==> config.mk <==
export PLATFORM = sky130hd
export DESIGN_NAME = crc32_byte_check
export DESIGN_NICKNAME = d
export VERILOG_FILES = /design/src/design/flash_boot_pkg.sv /design/src/design/crc32_byte_check.sv
export SDC_FILE = /design/constraint.sdc
export NUM_CORES = 1
export LEC_CHECK = 0
export BUFFER_PORTS_ARGS = -buffer_cell sky130_fd_sc_hd__buf_4
export CAP_MARGIN = 25
export CORE_AREA = 4 4 98 100
export CTS_CLUSTER_DIAMETER = 50
export DETAILED_ROUTE_END_ITERATION = 10
export DIE_AREA = 0 0 102 104
export GPL_TIMING_DRIVEN = 0
export HOLD_SLACK_MARGIN = 0.03
export PLACE_DENSITY = 0.53
export SLEW_MARGIN = 5
export SYNTH_ARGS = -nofsm -noshare
export SYNTH_HDL_FRONTEND = slang
export SYNTH_SLANG_ARGS = --single-unit
==> constraint.sdc <==
create_clock -name sys_clk -period 2.63 [get_ports sys_clk]
set_clock_uncertainty 0.1 [all_clocks]
set_input_delay 0.263 -clock sys_clk [delete_from_list [all_inputs] [get_ports sys_clk]]
set_output_delay 0.263 -clock sys_clk [all_outputs]
set_load 0.1 [all_outputs]
==> src/design/flash_boot_pkg.sv <==
`default_nettype none

package flash_boot_pkg;

	//////////////////////////////////////////////////
	// Flash and memory geometry
	//////////////////////////////////////////////////
	localparam int flash_addr_w = 25;
	localparam int seg_len_w = 24;
	localparam int ram_addr_w = 18;

	//////////////////////////////////////////////////
	// Image layout
	//////////////////////////////////////////////////
	localparam logic [flash_addr_w-1:0] hdr_addr = 25'h400;
	localparam logic [seg_len_w-1:0] hdr_len = 24'd28;
	localparam int crc_bytes = 4;
	localparam int num_segs = 3;

	// One header entry is 8 bytes, address field at byte 4
	localparam int entry_w = 64;
	localparam int entry_addr_ofs = 32;
	localparam int hdr_tab_w = num_segs * entry_w;

	// Reflected CRC-32
	localparam logic [31:0] crc_poly = 32'hEDB88320;
	localparam logic [31:0] crc_residue = 32'hDEBB20E3;

	typedef enum logic [1:0]
	{
		idle,
		read_hdr,
		read_seg,
		wait_check
	} load_state_t;

endpackage

`default_nettype wire

==> src/design/crc32_byte_check.sv <==
`timescale 1ns/1ps
`default_nettype none

module crc32_byte_check
	import flash_boot_pkg::*;
(
	input  wire       sys_clk,
	input  wire       glbl_rst_n,
	input  wire       blk_start,
	input  wire       byte_valid,
	input  wire [7:0] byte_data,
	input  wire       byte_last,
	output logic      crc_pass,
	output logic      crc_fail
);

	logic [31:0] crc_reg;
	logic [31:0] crc_nxt;

	// Eight LSB-first shift steps for one byte
	function automatic logic [31:0] crc_step(input logic [31:0] crc, input logic [7:0] d);
		logic [31:0] c;
		c = crc;
		for (int i = 0; i < 8; i++)
		begin
			if (c[0] ^ d[i])
				c = (c >> 1) ^ crc_poly;
			else
				c = c >> 1;
		end
		return c;
	endfunction

	assign crc_nxt = crc_step(crc_reg, byte_data);

	always_ff @(posedge sys_clk)
	begin
		if (!glbl_rst_n)
		begin
			crc_reg <= '1;
			crc_pass <= 1'b0;
			crc_fail <= 1'b0;
		end
		else
		begin
			crc_pass <= 1'b0;
			crc_fail <= 1'b0;
			if (blk_start)
				crc_reg <= '1;
			else if (byte_valid)
				crc_reg <= crc_nxt;
			// Trailing CRC folded in leaves only the residue
			if (byte_valid && byte_last)
			begin
				crc_pass <= (crc_nxt == crc_residue);
				crc_fail <= (crc_nxt != crc_residue);
			end
		end
	end

	// A byte in the preset cycle would be lost
	a_no_byte_at_start: assert property (@(posedge sys_clk) disable iff (!glbl_rst_n)
		blk_start |-> !byte_valid);

endmodule

`default_nettype wire

==> results.yml <==
outcome:
  status: "complete, no violations"
drt:
  drt_wl_total_mm: 5.97
  wl_per_cell_microns: 14.6
  ant_nets: 0
  dr_total_vias: 1886
  drc: 0
  vias_per_cell: 4.60
  firstDrtPassIters: 4
  drt_first_iter_violations: 92
job:
  cap_violations: 0
logic_synthesis:
  syn_area_sq_um: 2380
  synthFlopType: "dfxtp_1"
  synth_seq_cells: 34
  synth_cells: 271
  yosysWarningCount: 0
  syn_area_per_cell_sq_um: 8.77
  postSynth.asyncResetShare_pct: 0
  synth_nets: 285
  synth_seq_area_share_pct: 28.6
  synth_edf_count: 0
  ys_types: 42
sta:
  final.period_utilization_pct: 95.1
  fmax_mhz: 400
  setup_viol: 0
  worst_slew_pin_slew_ps: 634
  final_max_slew_viol_count: 0
  hold_viol: 0
  fin_crit_ps: 2500
  relSlewSlack_pct: 57.7
clocking:
  cts.sink_count: 34
  cts_tree: "yes"
  cts_buffers: 5
  insertion_delay_ps: 280
  clk_pin_slew_worst_paths_ps: 70
  htree_levels: 2
  cts_buffer_depth: 2
  cts_root_buffer: "clkbuf_8"
worst_setup_path:
  cp.arrival_ps: 2620
  worst_setup_path_end_kind: "register"
  required_ps: 2750
  cp_max_fo: 10
  startpoint_type: "register"
  worst-setup-path-type: "register to register"
die:
  start_util_pct: 27.4
  fp.dieArea_sq_um: 10600
  die_h_microns: 104
  rows: 34
  die-width_microns: 102
  core_sq_um: 8680
  io_pins: 15
placed_design:
  dpl.hpwl_mm: 4.43
  dpl_cell_area_sq_um: 2610
  port-buffer-count: 13
  dp.cells: 392
  gp_congestion: 0.805
finish:
  seq_area_sq_um: 682
  post-route-util_pct: 33.9
  area_growth_pct: 24.0
  layout_common_cells: "68 x nand2_1, 35 x xnor2_1, 33 x dfxtp_1"
  multi_input_area_sq_um: 1780
  largest_reg_flops: 32
  fillers: 906
  fin_cells: 410
  final_common_cell: "nand2_1"
  stdcell_area_sq_um: 2950
  diodes: 0
  drive_gt1_share_pct: 18.2
  layout.nets: 315
global_routing:
  grt_first_pass_wirelength_mm: 9.72
  grt_pass1_vias: 1863
  grt-ovfl-total: 0
  grt_max_degree: 11
  antenna_found_initial: 0
  grt_usage_pct: 11.9
pwr:
  total_leakage_power_nw: 1.13
  power_density_nw_per_um2: 720
  vdd_drop_max_mv: 0.213
worst_hold_path:
  hold_path.class: "primary input to register"
where the power goes:
part	total, mW	switching, mW	leakage [nW]	internal (mW)
clock	0.406	0.194	0.0482	0.211
sequential	0.618	0.0539	0.278	0.564
combinational	1.10	0.568	0.803	0.529
final timing paths:
check	start	to	slack, ps	cells after the start
setup / recovery	crc_reg[6]	crc_pass	130	8
hold / removal	blk_start	crc_reg[29]	110	3
hold reg to reg	crc_reg[19]	crc_reg[19]	390	2
setup reg to reg	crc_reg[6]	crc_pass	130	8
worst max-delay path, stage by stage, from the launching register on:
cell,delay (ps)
dfxtp_1,360
xnor2_4,300
clkbuf_4,280
xor2_1,280
xnor2_2,190
mux2i_1,290
o2111ai_2,180
nor4_4,290
nor2b_1,170
area by class of cell:
type / count / area share, %
plain buffers: 13 / 1.95
well taps: 108 / 4.59
clock inverters: 1 / 0.170
flip-flops and latches: 34 / 23.2
repair buffers: 23 / 6.71
clock buffers: 7 / 2.93
inverters: 1 / 0.127
multi-input cells: 223 / 60.4
kinds of logic after synthesis:
kind of cell | after synthesis | share of synthesized area (%)
adder cells (fa/ha/maj) | 1 | 0.527
AND/OR/NAND/NOR | 100 | 20.1
AO/OA/AOI/OAI | 42 | 10.4
XOR/XNOR | 77 | 36.9
flip-flops | 34 | 28.6
multiplexers | 3 | 1.26
buffers and inverters | 14 | 2.26
timing repair:
action                     in CTS  in global routing
setup endpoints to repair       2                  2
hold buffers                    0                  0
pin swaps                       3                  2
gates resized for setup         8                 13
buffers inserted                6                  4
synthesized netlist by cell type (4+ instances only):
| library cell | number | area [sq um] |
|---|---|---|
| nand2_1 | 68 | 255 |
| xnor2_1 | 40 | 350 |
| dfxtp_1 | 34 | 681 |
| o21ai_0 | 30 | 150 |
| xor2_1 | 22 | 193 |
| clkbuf_1 | 8 | 30.0 |
| buf_1 | 4 | 15.0 |
| nand3_1 | 4 | 20.0 |
| nand3b_1 | 4 | 30.0 |
| xnor2_2 | 4 | 65.1 |
| xnor2_4 | 4 | 110 |
| xnor3_1 | 4 | 90.1 |
per-stage QoR:
stage | hold WS, ps | worst slack (ps) | total power [mW] | setup TNS [ps]
after floorplan | 296 | 237 | 1.42 | 0
after global placement | 374 | -314 | 1.62 | -591
after detailed placement | 368 | -394 | 1.62 | -734
after CTS | 108 | 2.23 | 2.08 | 0
after global routing | 124 | -10.6 | 2.27 | -10.6
final | 107 | 129 | 2.12 | 0
metal layers:
layer	up-vias	part of all wire [%]	wire (microns)	GRT usage, %
met1	877	48	2880	16.8
met2	42	46	2740	18.1
met5	-	0	0	0
met4	0	1.1	67	2.81
li1	961	-	-	-
met3	6	4.8	288	2.68
No activity file was read; power rests on OpenSTA's default activity.
