File: src/design/flash_boot_pkg.sv
`default_nettype none

package flash_boot_pkg;

	//////////////////////////////////////////////////
	// Flash and memory geometry
	//////////////////////////////////////////////////
	localparam int flash_addr_w = 25;
	localparam int seg_len_w = 24;
	localparam int ram_addr_w = 18;

	//////////////////////////////////////////////////
	// Image layout
	//////////////////////////////////////////////////
	localparam logic [flash_addr_w-1:0] hdr_addr = 25'h400;
	localparam logic [seg_len_w-1:0] hdr_len = 24'd28;
	localparam int crc_bytes = 4;
	localparam int num_segs = 3;

	// One header entry is 8 bytes, address field at byte 4
	localparam int entry_w = 64;
	localparam int entry_addr_ofs = 32;
	localparam int hdr_tab_w = num_segs * entry_w;

	// Reflected CRC-32
	localparam logic [31:0] crc_poly = 32'hEDB88320;
	localparam logic [31:0] crc_residue = 32'hDEBB20E3;

	typedef enum logic [1:0]
	{
		idle,
		read_hdr,
		read_seg,
		wait_check
	} load_state_t;

endpackage

`default_nettype wire

File: src/design/flash_load_xfer.sv
`timescale 1ns/1ps
`default_nettype none

module flash_load_xfer
	import flash_boot_pkg::*;
(
	input  wire                     sys_clk,
	input  wire                     glbl_rst_n,
	input  wire                     load_start,
	output logic                    load_done,
	output logic                    load_error,
	output logic                    load_busy,
	output logic                    rd_start,
	output logic [flash_addr_w-1:0] rd_addr,
	output logic [seg_len_w-1:0]    rd_len,
	input  wire                     byte_valid,
	input  wire [7:0]               byte_data,
	input  wire                     byte_last,
	input  wire                     crc_pass,
	input  wire                     crc_fail,
	output logic                    ram_wr_en,
	output logic [ram_addr_w-1:0]   ram_wr_addr
);

	load_state_t state;

	logic [1:0]              seg_idx;
	logic [seg_len_w-1:0]    byte_idx;
	logic [seg_len_w-1:0]    cur_len;
	logic [hdr_tab_w-1:0]    hdr_tab;
	logic [seg_len_w-1:0]    ent_len;
	logic [flash_addr_w-1:0] ent_addr;
	logic                    all_segs_done;

	// Entry fields of the segment to be read next
	assign ent_len = hdr_tab[seg_idx * entry_w +: seg_len_w];
	assign ent_addr = hdr_tab[seg_idx * entry_w + entry_addr_ofs +: flash_addr_w];
	assign all_segs_done = (seg_idx == 2'(num_segs));

	assign load_busy = (state != idle);

	// Only payload bytes reach the memory
	assign ram_wr_en = (state == read_seg) && byte_valid &&
		(byte_idx + seg_len_w'(crc_bytes) < cur_len);

	//////////////////////////////////////////////////
	// Header table with byte 0 at the bottom
	//////////////////////////////////////////////////
	always_ff @(posedge sys_clk)
	begin
		if (state == read_hdr && byte_valid && byte_idx < seg_len_w'(hdr_tab_w / 8))
			hdr_tab <= {byte_data, hdr_tab[hdr_tab_w-1:8]};
	end

	//////////////////////////////////////////////////
	// Sequencer
	//////////////////////////////////////////////////
	always_ff @(posedge sys_clk)
	begin
		if (!glbl_rst_n)
		begin
			state <= idle;
			rd_start <= 1'b0;
			rd_addr <= '0;
			rd_len <= '0;
			load_done <= 1'b0;
			load_error <= 1'b0;
			seg_idx <= '0;
			byte_idx <= '0;
			cur_len <= '0;
			ram_wr_addr <= '0;
		end
		else
		begin
			rd_start <= 1'b0;
			load_done <= 1'b0;
			load_error <= 1'b0;
			if (byte_valid)
				byte_idx <= byte_idx + 1'b1;
			if (ram_wr_en)
				ram_wr_addr <= ram_wr_addr + 1'b1;
			case (state)
				idle:
				begin
					if (load_start)
					begin
						rd_start <= 1'b1;
						rd_addr <= hdr_addr;
						rd_len <= hdr_len;
						cur_len <= hdr_len;
						byte_idx <= '0;
						seg_idx <= '0;
						ram_wr_addr <= '0;
						state <= read_hdr;
					end
				end
				read_hdr, read_seg:
				begin
					if (byte_valid && byte_last)
						state <= wait_check;
				end
				wait_check:
				begin
					if (crc_fail)
					begin
						load_error <= 1'b1;
						state <= idle;
					end
					else if (crc_pass)
					begin
						if (all_segs_done)
						begin
							load_done <= 1'b1;
							state <= idle;
						end
						else
						begin
							rd_start <= 1'b1;
							rd_addr <= ent_addr;
							rd_len <= ent_len;
							cur_len <= ent_len;
							byte_idx <= '0;
							seg_idx <= seg_idx + 1'b1;
							state <= read_seg;
						end
					end
				end
				default:
					state <= idle;
			endcase
		end
	end

	// A check result outside wait_check would leave the FSM stuck
	a_result_in_wait: assert property (@(posedge sys_clk) disable iff (!glbl_rst_n)
		(crc_pass || crc_fail) |-> (state == wait_check));

endmodule

`default_nettype wire

File: config.mk
export PLATFORM = sky130hd
export DESIGN_NAME = flash_load_xfer
export DESIGN_NICKNAME = d
export VERILOG_FILES = /design/src/design/flash_boot_pkg.sv /design/src/design/flash_load_xfer.sv
export SDC_FILE = /design/constraint.sdc
export NUM_CORES = 1
export LEC_CHECK = 0
export BUFFER_PORTS_ARGS = -buffer_cell sky130_fd_sc_hd__buf_2
export CAP_MARGIN = 20
export CORE_MARGIN = 2
export CORE_UTILIZATION = 60
export CTS_BUF_LIST = sky130_fd_sc_hd__clkbuf_4 sky130_fd_sc_hd__clkbuf_8
export CTS_CLUSTER_SIZE = 25
export DETAILED_ROUTE_END_ITERATION = 10
export PLACE_DENSITY = 0.8
export SETUP_SLACK_MARGIN = 0.1
export SLEW_MARGIN = 10
export SYNTH_ARGS = -nofsm -noshare
export SYNTH_HDL_FRONTEND = slang
export SYNTH_SLANG_ARGS = --single-unit
File: constraint.sdc
create_clock -name sys_clk -period 19.7 [get_ports sys_clk]
set_input_delay 0.985 -clock sys_clk [delete_from_list [all_inputs] [get_ports sys_clk]]
set_output_delay 0.985 -clock sys_clk [all_outputs]
set_load 0.02 [all_outputs]
==> results.md <==
- Clock Skew: ~11 ps
- EDFF count, synth: ~190
- Area grow syn2layout: 13.6%
- Tot GR Track Use: a little under a quarter
- DRT Pass-1 Iters: 5
- CTS tree: built
- Cts bufs inserted: 46
- Post-CTS Setup Bufs: 0
- Max clock buf depth: 3
- WP data required: between 15000 and 20000 ps
- Effective utilization at floorplan: 60.6%
- PwrDens: between 90 and 100 mW/mm^2
- Largest net degree at the start of global routing: roughly 190
- H-tree levels: 2
- Placed Instance Area: 0.0123 mm^2
- Outcome: finished clean
- Net count after synthesis: 953
- Worst Path Buf+Inv: 1
- Final hold vios: 0
- Reg2reg setup slack: around 16000 ps
- Worst IR Drop VDD: between 0.00006 and 0.00007 V
- Setup violations, final: 0
- Max-Cap Viols: 0
- Yosys reg bits: between 200 and 300
- Avg Vias per Cell: between 5 and 6
- Worst path most repeated cell: nand4_1
- Num ports: 87
- Post-DP HPWL: 14400 um
- Nets: about 1000
- CTS sink count: between 200 and 300
- Hold Buf Count CTS: 0
- Rows: 51
- RSZ-0062 raised after global routing: false
- Final period utilization: 27.5%
- Tightest Pin Transition: between 1000 and 1500 ps
- Slew Viols, Final: 0
- Worst hold path cell count: 0
- Syn Area/Cell: about 13 um^2
- Critical Path Max Stage Delay: 760 ps
- Vias in the first global route: between 6000 and 7000
- First-pass GRT wire length: 36000 um
- Count of cell types in the netlist: 55
- Hold path start: hdr_tab[187]
- Cells after synthesis: just over 900
- Post_cts resized: 0
- Antenna diode count: 0
- Top cells by area, synth: edfxtp_1 49%, dfxtp_1 17%, mux2i_1 4.9%
- Die area: roughly 0.021 mm^2
- Clock root buffer: clkbuf_8
- Setup TNS: 0 ps
- Layout cells sized above 1: 18.4%
- Area leader, netlist: edfxtp_1
- Ys Warns: 0
- Worst EP arrival: between 4000 and 5000 ps
- Post-synth ARST share: 0%
- Critical Path Sink Type: primary output
- Top delay family on crit path: simple AND/OR/NAND/NOR gates
- Die H: ~140 um
- R2r endpoint: ram_wr_addr[2]
- Lkg Pwr: a little under 0.005 uW
- R2R cell count: 12
- Ys flop type: edfxtp_1
- Clk_lat worst skew: between 500 and 600 ps
- Fin Hold WS: ~410 ps
- Synth Cell Area: ~0.012 mm^2
- CP max-delay cell: and3_1
- GPL Wtd Cong: between 0.8 and 0.9
- Initial antenna violation count: 0
- Detailed-route DRC error count: 0
- Post-synth top area share: about half
- Routed length per instance: around 18 um
- Port bufs: 86
- Util after Layout: between 60 and 70%
- Slew Limit Headroom: between 30% and 40%
- GRT overflow: 0
- Clk slew on worst S/H paths: around 60 ps
- Critical path class: reg2out
- Post-DRT Antenna Nets: 0
- Startpoint types: flip-flop
- Post-synthesis sequential area ratio: 66.0%
- Core area: 0.0193 mm^2
- Vias: slightly above 7000
- 1st-iter DRT viols: approximately 530
- Final instance area: roughly 0.013 mm^2
- Fin crit period: 5420 ps
- Drt total wl: between 20000 and 25000 um
- Achievable clock frequency: roughly 0.18 GHz
- Hold Crit Class: reg2reg
- Hold Path End: hdr_tab[179]
- Pre-CTS setup slack: about 15000 ps
- Worst path cell trace: nand4_1, or2_2, nor2_2, nand3_1, nor3_1, xor2_1, ha_1, nand4_1, nor4_2, and3_1, nor2_1, buf_2
- Setup WS post-layout: around 14000 ps
- Filler instances: 1381
- Reg2Reg Launch Point: byte_idx[10]
- Chip width: between 100 and 150 um
- Max FO, Critical Path: 27
-- worst max-delay path by stage --
| stage | from | end | cells after the start |
|---|---|---|---|
| final | byte_idx[10] | ram_wr_en | 12 |
| after global routing | byte_idx[10] | ram_wr_en | 12 |
| after CTS | byte_idx[10] | ram_wr_en | 12 |
| after detailed placement | byte_idx[10] | ram_wr_en | 12 |
| after global placement | byte_idx[10] | ram_wr_en | 12 |
| after floorplan | byte_valid | hdr_tab[0] | 4 |
-- flip-flops by register name (all words and copies together) (netlist names) --
signal	cells
byte_idx	24
rd_start	1
ram_wr_addr	18
hdr_tab	192
state	2
load_done	1
rd_addr	25
seg_idx	2
load_error	1
cur_len	24
-- cells in the final DEF, fill, tap and decap left out, types with 2 or more instances in the layout --
cell type  Yosys  layout
or3_1          3       3
or4_1          9       9
a21o_1         3       3
and3_1        12      12
a21oi_1       34      34
buf_4          2       6
nand2b_1       9       9
inv_1         29      29
and2_1         2       2
nor2_1        48      48
or2_2          2       2
nor2b_1        9       8
o21ai_1        4       4
clkinv_1       0       7
ha_1          33      33
nor4_4         2       2
clkinv_2       0       4
a211oi_1       2       2
o31ai_1        8       8
nand3_1       21      21
nor4b_1        2       2
clkbuf_4       0      17
nand2_1       90      90
o21ai_0       49      49
edfxtp_1     192     192
clkbuf_8       0      54
buf_2         16      86
nor3_1         7       6
nand3_2        3       3
xor2_1        23      23
a22o_1        45      45
dfxtp_1       98      97
nand4_1       15      15
mux2i_1       57      57
nor4_1         6       6
a31oi_1        2       2
xnor2_1       19      19
-- cell families after synthesis --
family,count (synthesis),share of synthesized area (%)
AO/OA/AOI/OAI,156,8.75
flip-flops,290,66.0
AND/OR/NAND/NOR,249,10.9
adder cells (fa/ha/maj),33,3.52
multiplexers,57,4.87
buffers and inverters,78,2.87
XOR/XNOR,42,3.14
-- cells in the mapped netlist (all sizes together) (24+ instances only) --
master and instances:
edfxtp 192, dfxtp 98, nand2 90, mux2i 57, o21ai 53, nor2 49, a22o 45, a21oi 35
ha 33, inv 29, clkbuf 28, nand3 24
-- final cells by class --
type	count	area, um^2	area share (%)
repair buffers	93	495	3.72
well taps	265	332	2.49
inverters	29	109	0.818
clock buffers	71	871	6.54
clock inverters	14	104	0.780
multi-input cells	537	3670	27.6
flip-flops and latches	290	7730	58.1
-- worst register-to-register path: stages (launching register included) --
cell and delay, ps:
dfxtp_1 490, nand4_1 180, or2_2 350, nor2_2 210
nand3_1 190, nor3_1 290, xor2_1 100, ha_1 320
nand4_1 200, nor4_2 420, and3_1 760, nor2_1 150
a31o_2 260
-- report_power, final --
group	total (uW)	internal, uW	switching, uW
Sequential	705	690	15.5
Clock	524	297	227
Combinational	70.2	18.0	52.2
-- through the flow --
stage / cells / power [uW]
4_1_cts: 1299 / 1310
3_5_place_dp: 1214 / 788
5_1_grt: 1299 / 1350
6_report: 1299 / 1300
2_1_floorplan: 905 / 781
3_3_place_gp: 1214 / 784
-- metal layers --
layer,GRT usage [%],routed length [um]
met1,33.5,10700
met2,33.2,10100
met3,4.43,1630
met4,8.31,584
met5,0,0
(Power assumes the default switching activity.)
