<file path="src/design/flash_boot_pkg.sv">
`default_nettype none

package flash_boot_pkg;

	//////////////////////////////////////////////////
	// Flash and memory geometry
	//////////////////////////////////////////////////
	localparam int flash_addr_w = 25;
	localparam int seg_len_w = 24;
	localparam int ram_addr_w = 18;

	//////////////////////////////////////////////////
	// Image layout
	//////////////////////////////////////////////////
	localparam logic [flash_addr_w-1:0] hdr_addr = 25'h400;
	localparam logic [seg_len_w-1:0] hdr_len = 24'd28;
	localparam int crc_bytes = 4;
	localparam int num_segs = 3;

	// One header entry is 8 bytes, address field at byte 4
	localparam int entry_w = 64;
	localparam int entry_addr_ofs = 32;
	localparam int hdr_tab_w = num_segs * entry_w;

	// Reflected CRC-32
	localparam logic [31:0] crc_poly = 32'hEDB88320;
	localparam logic [31:0] crc_residue = 32'hDEBB20E3;

	typedef enum logic [1:0]
	{
		idle,
		read_hdr,
		read_seg,
		wait_check
	} load_state_t;

endpackage

`default_nettype wire

</file>
<file path="src/design/flash_read_engine.sv">
`timescale 1ns/1ps
`default_nettype none

module flash_read_engine
	import flash_boot_pkg::*;
(
	input  wire                    sys_clk,
	input  wire                    glbl_rst_n,
	input  wire                    rd_start,
	input  wire [flash_addr_w-1:0] rd_addr,
	input  wire [seg_len_w-1:0]    rd_len,
	output logic                   busy,
	output logic                   flash_rd_en,
	output logic [flash_addr_w-1:0] flash_rd_addr,
	input  wire [7:0]              flash_rd_data,
	output logic                   byte_valid,
	output logic [7:0]             byte_data,
	output logic                   byte_last
);

	logic [seg_len_w-1:0] remain;
	logic                 rd_final;

	// Last flash read of the command
	assign rd_final = flash_rd_en && (remain == seg_len_w'(1));

	// Busy covers the read phase plus the data returning a cycle later
	assign busy = flash_rd_en | byte_valid;

	//////////////////////////////////////////////////
	// Read issue
	//////////////////////////////////////////////////
	always_ff @(posedge sys_clk)
	begin
		if (!glbl_rst_n)
		begin
			flash_rd_en <= 1'b0;
			remain <= '0;
		end
		else if (rd_start && !busy)
		begin
			flash_rd_en <= 1'b1;
			remain <= rd_len;
		end
		else if (flash_rd_en)
		begin
			remain <= remain - 1'b1;
			if (rd_final)
				flash_rd_en <= 1'b0;
		end
	end

	always_ff @(posedge sys_clk)
	begin
		if (rd_start && !busy)
			flash_rd_addr <= rd_addr;
		else if (flash_rd_en)
			flash_rd_addr <= flash_rd_addr + 1'b1;
	end

	//////////////////////////////////////////////////
	// Align strobes with the returned byte
	//////////////////////////////////////////////////
	always_ff @(posedge sys_clk)
	begin
		if (!glbl_rst_n)
		begin
			byte_valid <= 1'b0;
			byte_last <= 1'b0;
		end
		else
		begin
			byte_valid <= flash_rd_en;
			byte_last <= rd_final;
		end
	end

	assign byte_data = flash_rd_data;

	a_cmd_legal: assert property (@(posedge sys_clk) disable iff (!glbl_rst_n)
		rd_start |-> (!busy && rd_len != '0));

endmodule

`default_nettype wire

</file>
<file path="config.mk">
export PLATFORM = sky130hd
export DESIGN_NAME = flash_read_engine
export DESIGN_NICKNAME = d
export VERILOG_FILES = /design/src/design/flash_boot_pkg.sv /design/src/design/flash_read_engine.sv
export SDC_FILE = /design/constraint.sdc
export NUM_CORES = 1
export LEC_CHECK = 0
export ABC_AREA = 1
export BUFFER_PORTS_ARGS = -buffer_cell sky130_fd_sc_hd__buf_2
export CAP_MARGIN = 20
export CORE_ASPECT_RATIO = 0.7
export CORE_MARGIN = 5
export CORE_UTILIZATION = 40
export CTS_CLUSTER_SIZE = 30
export DETAILED_ROUTE_END_ITERATION = 10
export GPL_TIMING_DRIVEN = 0
export PLACE_DENSITY = 0.74
export SYNTH_ARGS = -nofsm -noshare
export SYNTH_HDL_FRONTEND = slang
export SYNTH_SLANG_ARGS = --single-unit
export TNS_END_PERCENT = 50
</file>
<file path="constraint.sdc">
create_clock -name sys_clk -period 1.7 [get_ports sys_clk]
set_input_delay 0.255 -clock sys_clk [delete_from_list [all_inputs] [get_ports sys_clk]]
set_output_delay 0.255 -clock sys_clk [all_outputs]
set_load 0.02 [all_outputs]
</file>
==> results_dict.tcl, run 1 <==
set metrics [dict create \
    power.total_w 0.00546 \
    clock_path_buffers 2 \
    regArea_sq_um 1290 \
    ys_async_sr_fraction 0 \
    die_x_um 121 \
    crit_type "flop to flop" \
    drt_iter0_drc 430 \
    startpoint_type "flop" \
    hold_violations 0 \
    avgSynthCellArea_sq_um 6.83 \
    place_congestion 0.999 \
    rsz0062_at_grt "true" \
    diodes 0 \
    power.density_nw_per_um2 1200 \
    critPathMaxFanout 4 \
    slew_violations 0 \
    post_drt_wl_per_cell_um 16.1 \
    h-tree-depth 2 \
    place_ws_ps -69.0 \
    syn_nets 567 \
    period_share 0.979 \
    layout_setup_ws_ps 35.1 \
    synthFlopType "dfxtp_1" \
    core_area_sq_um 8410 \
    reg2reg_slack_ps 40 \
    multi_input_area_sq_um 1980 \
    worst_pin_slew_ps 602 \
    synth_area_sq_um 3440 \
    dp_hpwl_mm 8.27 \
    cts-root-buf "clkbuf_16" \
    crit_buf_inv 0 \
    status "completed" \
    n_fill_cell 827 \
    grt_pass1_wl_mm 17.6 \
    area_growth_pct 31.7 \
    placed_area_sq_um 4020 \
    setup_violations 0 \
    nets 685 \
    avgViaCountPerCell 5.43 \
    yosysWarnings 0 \
    drive_gt1_frac 0.289 \
    worst_hold_slack_ps 229 \
    drc_errors 0 \
    track_usage 0.208 \
    clock_latency_ps 290 \
    slowest_stage "edfxtp_1" \
    finClkSkew_ps 4.53 \
    cts_made_buffers 5 \
    leakage_nw 2.13 \
    synth.most_common_cell "nand2_1" \
    antenna_found_initial 0 \
    max_clock_freq_ghz 0.601 \
    fin_crit_ps 1660 \
    grt.overflow.total 0 \
    synth_top_cell_area_share 0.218 \
    die_area_sq_um 10600 \
    grt_max_degree 35 \
    worstPathCellList "nand2_1, nor2_2, nand2_1, nor3_4, nand2_1, xnor2_1, nand2_1, nand2_1" \
    vias 3956 \
    critPathArrivalTime_ps 1710 \
    fin_area_sq_um 4540 \
    routed_wl_mm 11.7 \
    synth.area.top_cells "edfxtp_1 (22%), dfxtp_1 (16%), nand2_1 (15%)" \
    synth_edf_count 25 \
    max-slew-margin-rel 0.599 \
    holdBufCountCts 0 \
    grt_pass1_vias 3420 \
    hold_path.class "input port to flop" \
    antenna_left 0 \
    cpPeakStageDelay_ps 420 \
    yosysTopAreaCell "edfxtp_1" \
    maxCapViolCount 0 \
    cts.sinks 52 \
    cts_tree "yes" \
    ys_types 34 \
    ir_drop_mv 0.899 \
    num_io_pins 97 \
    yosys_register_bits 52 \
    rows 28 \
    yosysSeqAreaShare 0.375 \
    dr.pass1.iters 5 \
    port_buffers 88 \
    die_h_um 87.6 \
    clk_pin_slew_worst_paths_ps 70 \
    crit_top_cell "nand2_1" \
    initial_core_util 0.410 \
    cp-end-kind "flop" \
    yosys-top-cells-count "nand2_1 (142), nor2_1 (58), inv_1 (48)" \
    critPathTopFamily "simple AND/OR/NAND/NOR gates" \
    netlist_instances 504 \
    required_ps 1750 \
]
[worst paths after layout]
kind	from	to	cells after the start
setup / recovery	flash_rd_addr[10]	flash_rd_addr[24]	8
hold / removal	rd_addr[1]	flash_rd_addr[1]	3
setup reg to reg	flash_rd_addr[10]	flash_rd_addr[24]	8
hold reg to reg	remain[9]	remain[9]	2
[layout make-up]
class,instances,share of cell area
inverter,55,0.0460
sequential,52,0.285
multi-input combinational,374,0.437
clock buffer,8,0.0301
buffer,23,0.0342
timing repair buffer,111,0.139
tap,105,0.0289
[sequential cells by signal, indices dropped and copies added, names as in the netlist]
| name | count |
|---|---|
| flash_rd_en | 1 |
| flash_rd_addr | 25 |
| remain | 24 |
| byte_last | 1 |
| byte_valid | 1 |
[layout by cell type (no fill, tap or decap), types with 23 or more instances in the layout]
cell type  netlist  routed
nand2_1        142     138
nor2_1          58      46
nand3_1         45      41
inv_1           48      46
buf_2            8      93
edfxtp_1        25      25
buf_4            8      31
a21oi_1         23      23
o21ai_0         24      24
dfxtp_1         27      26
[per-stage QoR]
stage | util | setup TNS [ps] | cells
floorplan | - | 0 | 504
global placement | 0.478 | -380 | 697
detailed placement | 0.478 | -548 | 697
CTS | 0.499 | -6.29 | 707
global route | 0.540 | -459 | 728
finish | 0.540 | 0 | 728
[what timing repair did]
item | in CTS | in global routing
setup endpoints to repair | 22 | 41
pin swaps | 0 | 5
setup buffers | 2 | 20
resized for setup | 8 | 45
gates cloned | 0 | 1
[report_power, final]
group | internal [W] | switching (W) | total, W
registers | 0.00163 | 0.000309 | 0.00194
logic | 0.000908 | 0.00161 | 0.00252
clock network | 0.000550 | 0.000455 | 0.00101
total | 0.00309 | 0.00237 | 0.00546
[cell families (layout without fill, tap and decap cells)]
family          count (synthesis)  count (layout)  share of synthesized area
xor+xnor                       17              17                     0.0432
flops                          52              52                      0.375
fa+ha+maj                       3               3                     0.0109
compound gates                 71              71                      0.116
simple gates                  283             283                      0.356
buf+inv                        78             197                     0.0995
[metal layers]
metal	vias up	share of wire	track usage
met1	1804	0.45	0.308
met2	239	0.43	0.318
met4	0	0.016	0.0319
li1	1888	-	-
met3	25	0.11	0.0458
met5	-	0	0
[worst min-delay path, stage by stage]
cell     delay, ps
buf_2           80
nand2_1         40
nand2_1         40
No activity file was read; power rests on OpenSTA's default activity.
==> run 2, diff against run 1 <==
--- a/config.mk
+++ b/config.mk
@@ -5,16 +5,14 @@
 export SDC_FILE = /design/constraint.sdc
 export NUM_CORES = 1
 export LEC_CHECK = 0
-export ABC_AREA = 1
 export BUFFER_PORTS_ARGS = -buffer_cell sky130_fd_sc_hd__buf_2
 export CAP_MARGIN = 20
 export CORE_ASPECT_RATIO = 0.7
 export CORE_MARGIN = 5
 export CORE_UTILIZATION = 40
-export CTS_CLUSTER_SIZE = 30
 export DETAILED_ROUTE_END_ITERATION = 10
 export GPL_TIMING_DRIVEN = 0
-export PLACE_DENSITY = 0.74
+export PLACE_DENSITY = 0.75
 export SYNTH_ARGS = -nofsm -noshare
 export SYNTH_HDL_FRONTEND = slang
 export SYNTH_SLANG_ARGS = --single-unit
==> results_dict.tcl, run 2 <==
set metrics [dict create \
    worst_pin_slew_ps 557 \
    h-tree-depth 2 \
    layout_commonest_cell "buf_2" \
    crit_start "remain[8]" \
    drc_errors 0 \
    rsz0062_at_grt "true" \
    whs_path_depth 3 \
    initial_core_util 0.414 \
    leakage_nw 1.77 \
    grt.overflow.total 0 \
    holdBufCountCts 0 \
    dr.pass1.iters 6 \
    setup_violations 25 \
    rows 26 \
    synth.most_common_cell "nand2_1" \
    die_h_um 82.8 \
    r2r-end "remain[17]" \
    status "finished, violations left" \
    dp_hpwl_mm 6.64 \
    startpoint_type "flop" \
    synth_edf_count 25 \
    avgViaCountPerCell 5.67 \
    die_x_um 114 \
    place_ws_ps -728 \
    post_drt_wl_per_cell_um 18.0 \
    cp-end-kind "flop" \
    clock_latency_ps 310 \
    yosys_register_bits 52 \
    track_usage 0.207 \
    slew_violations 0 \
    cts-root-buf "clkbuf_8" \
    vias 3333 \
    core_area_sq_um 7320 \
    tns_ps -4770 \
    period_share 1.24 \
    max-slew-margin-rel 0.629 \
    layout_setup_ws_ps -405 \
    ir_drop_mv 0.675 \
    hold_start "rd_len[7]" \
    ff2ff_path_depth 4 \
    antenna_left 0 \
    syn_nets 411 \
    drt_iter0_drc 261 \
    die_area_sq_um 9430 \
    nets 552 \
    antenna_found_initial 0 \
    max_clock_freq_ghz 0.475 \
    largest_reg_flops 25 \
    fin_crit_ps 2100 \
    clk_pin_slew_worst_paths_ps 100 \
    critPathArrivalTime_ps 2360 \
    timing.rr.start "remain[8]" \
    cts_made_buffers 5 \
    cts.sinks 52 \
    place_congestion 0.921 \
    finClkSkew_ps 11.3 \
    yosysSeqAreaShare 0.427 \
    crit_type "flop to flop" \
    ys_types 45 \
    reg.largest.list "flash_rd_addr: 25 flops, remain: 24 flops" \
    power.density_nw_per_um2 914 \
    regArea_sq_um 1310 \
    n_fill_cell 630 \
    clock_path_buffers 2 \
    maxCapViolCount 0 \
    routed_wl_mm 10.6 \
    netlist_instances 348 \
    area_growth_pct 45.7 \
    violations "setup timing" \
    synth_area_sq_um 3030 \
    hold_violations 0 \
    grtUsageMet1 0.284 \
    drive_gt1_frac 0.433 \
    synth.area.top_cells "edfxtp_1 (25%), dfxtp_1 (18%), o21ai_0 (5.3%)" \
    synthFlopType "dfxtp_1" \
    grt_pass1_vias 3059 \
    hold_path.class "input port to flop" \
    ys_async_sr_fraction 0 \
    diodes 0 \
    reg2reg_slack_ps -400 \
    grt_pass1_wl_mm 15.4 \
    use_met2 0.329 \
    required_ps 1950 \
    largest_register "flash_rd_addr" \
    yosysWarnings 0 \
    critPathMaxFanout 4 \
    multi_input_area_sq_um 1870 \
    globalRoute.busiestLayer "met2" \
    grt_max_degree 26 \
    yosys-top-cells-count "nand2_1 (38), o21ai_0 (32), dfxtp_1 (27)" \
    gr-usage-met3 0.0442 \
    synth_top_cell_area_share 0.248 \
    hold-path-endpoint "remain[7]" \
    yosysTopAreaCell "edfxtp_1" \
    final_util 0.603 \
    final_cell_mix "buf_2 (90), buf_4 (42), nand2_1 (38), nor2_1 (26), edfxtp_1 (25)" \
    cts_tree "yes" \
    num_io_pins 97 \
    avgSynthCellArea_sq_um 8.70 \
    port_buffers 88 \
]
==> run 2: changes by cell type in the layout (fill, tap and decap cells not counted), moves of 12 or more <==
cell     before  now
a21oi_1      23    9
a31oi_1       4   16
buf_6         0   12
inv_1        46    6
nand2_1     138   38
nand3_1      41   11
nor2_1       46   26
nor2_4       12    0
==> run 2: final cells by class <==
| cell class | instances | share of cell area |
|---|---|---|
| Clock inverter | 2 | 0.00227 |
| Timing Repair Buffer | 134 | 0.188 |
| Tap cell | 98 | 0.0278 |
| Clock buffer | 6 | 0.0187 |
| Buffer | 25 | 0.0357 |
| Sequential cell | 52 | 0.298 |
| Inverter | 6 | 0.00511 |
| Multi-Input combinational cell | 265 | 0.424 |
==> run 2: where the power goes <==
part	switching [W]	internal, W	total (W)	leakage, nW
Combinational	0.000840	0.000682	0.00152	1.25
Clock	0.000426	0.000326	0.000753	0.0510
Sequential	0.000226	0.00153	0.00176	0.473
Total	0.00149	0.00254	0.00403	1.77
==> run 2: through the flow <==
stage / hold slack (ps) / instance area, sq um / cells / total power, W
finish: 176 / 4410 / 588 / 0.00403
floorplan: 391 / 3050 / 348 / 0.00244
CTS: 170 / 4170 / 573 / 0.00383
global route: 183 / 4410 / 588 / 0.00424
global placement: 487 / 3620 / 534 / 0.00279
detailed placement: 498 / 3620 / 534 / 0.00283
==> run 2: cells by family (layout without fill, tap and decap cells) <==
group           Yosys count  in the layout  synth area share
compound gates           80             80             0.161
flops                    52             52             0.427
simple gates            156            159             0.281
buf+inv                  34            173            0.0525
fa+ha+maj                 3              3            0.0124
xor+xnor                 23             23            0.0666
==> run 2: what timing repair did <==
| action | 4_1_cts | 5_1_grt |
|---|---|---|
| gates cloned | 0 | 3 |
| gates resized for setup | 55 | 44 |
| setup buffers | 32 | 17 |
| pin swaps | 23 | 29 |
| setup endpoints to repair | 70 | 64 |
==> run 2: worst max-delay path by stage <==
stage,to,depth (start not counted),slack (ps)
final,remain[17],4,-400
after global routing,remain[17],4,-500
after CTS,remain[17],4,-410
after detailed placement,flash_rd_addr[18],6,-730
after global placement,flash_rd_addr[18],5,-720
after floorplan,remain[17],4,-340
==> run 2: critical path, stage by stage, from the launching register on <==
cell	delay (ps)
dfxtp_4	370
or4_4	540
or4_4	510
or4b_1	480
a31oi_1	130
==> run 2: metal layers <==
metal	vias to the layer above	part of all wire
li1	1589	-
met1	1571	0.44
met2	156	0.46
met3	17	0.081
met4	0	0.018
met5	-	0
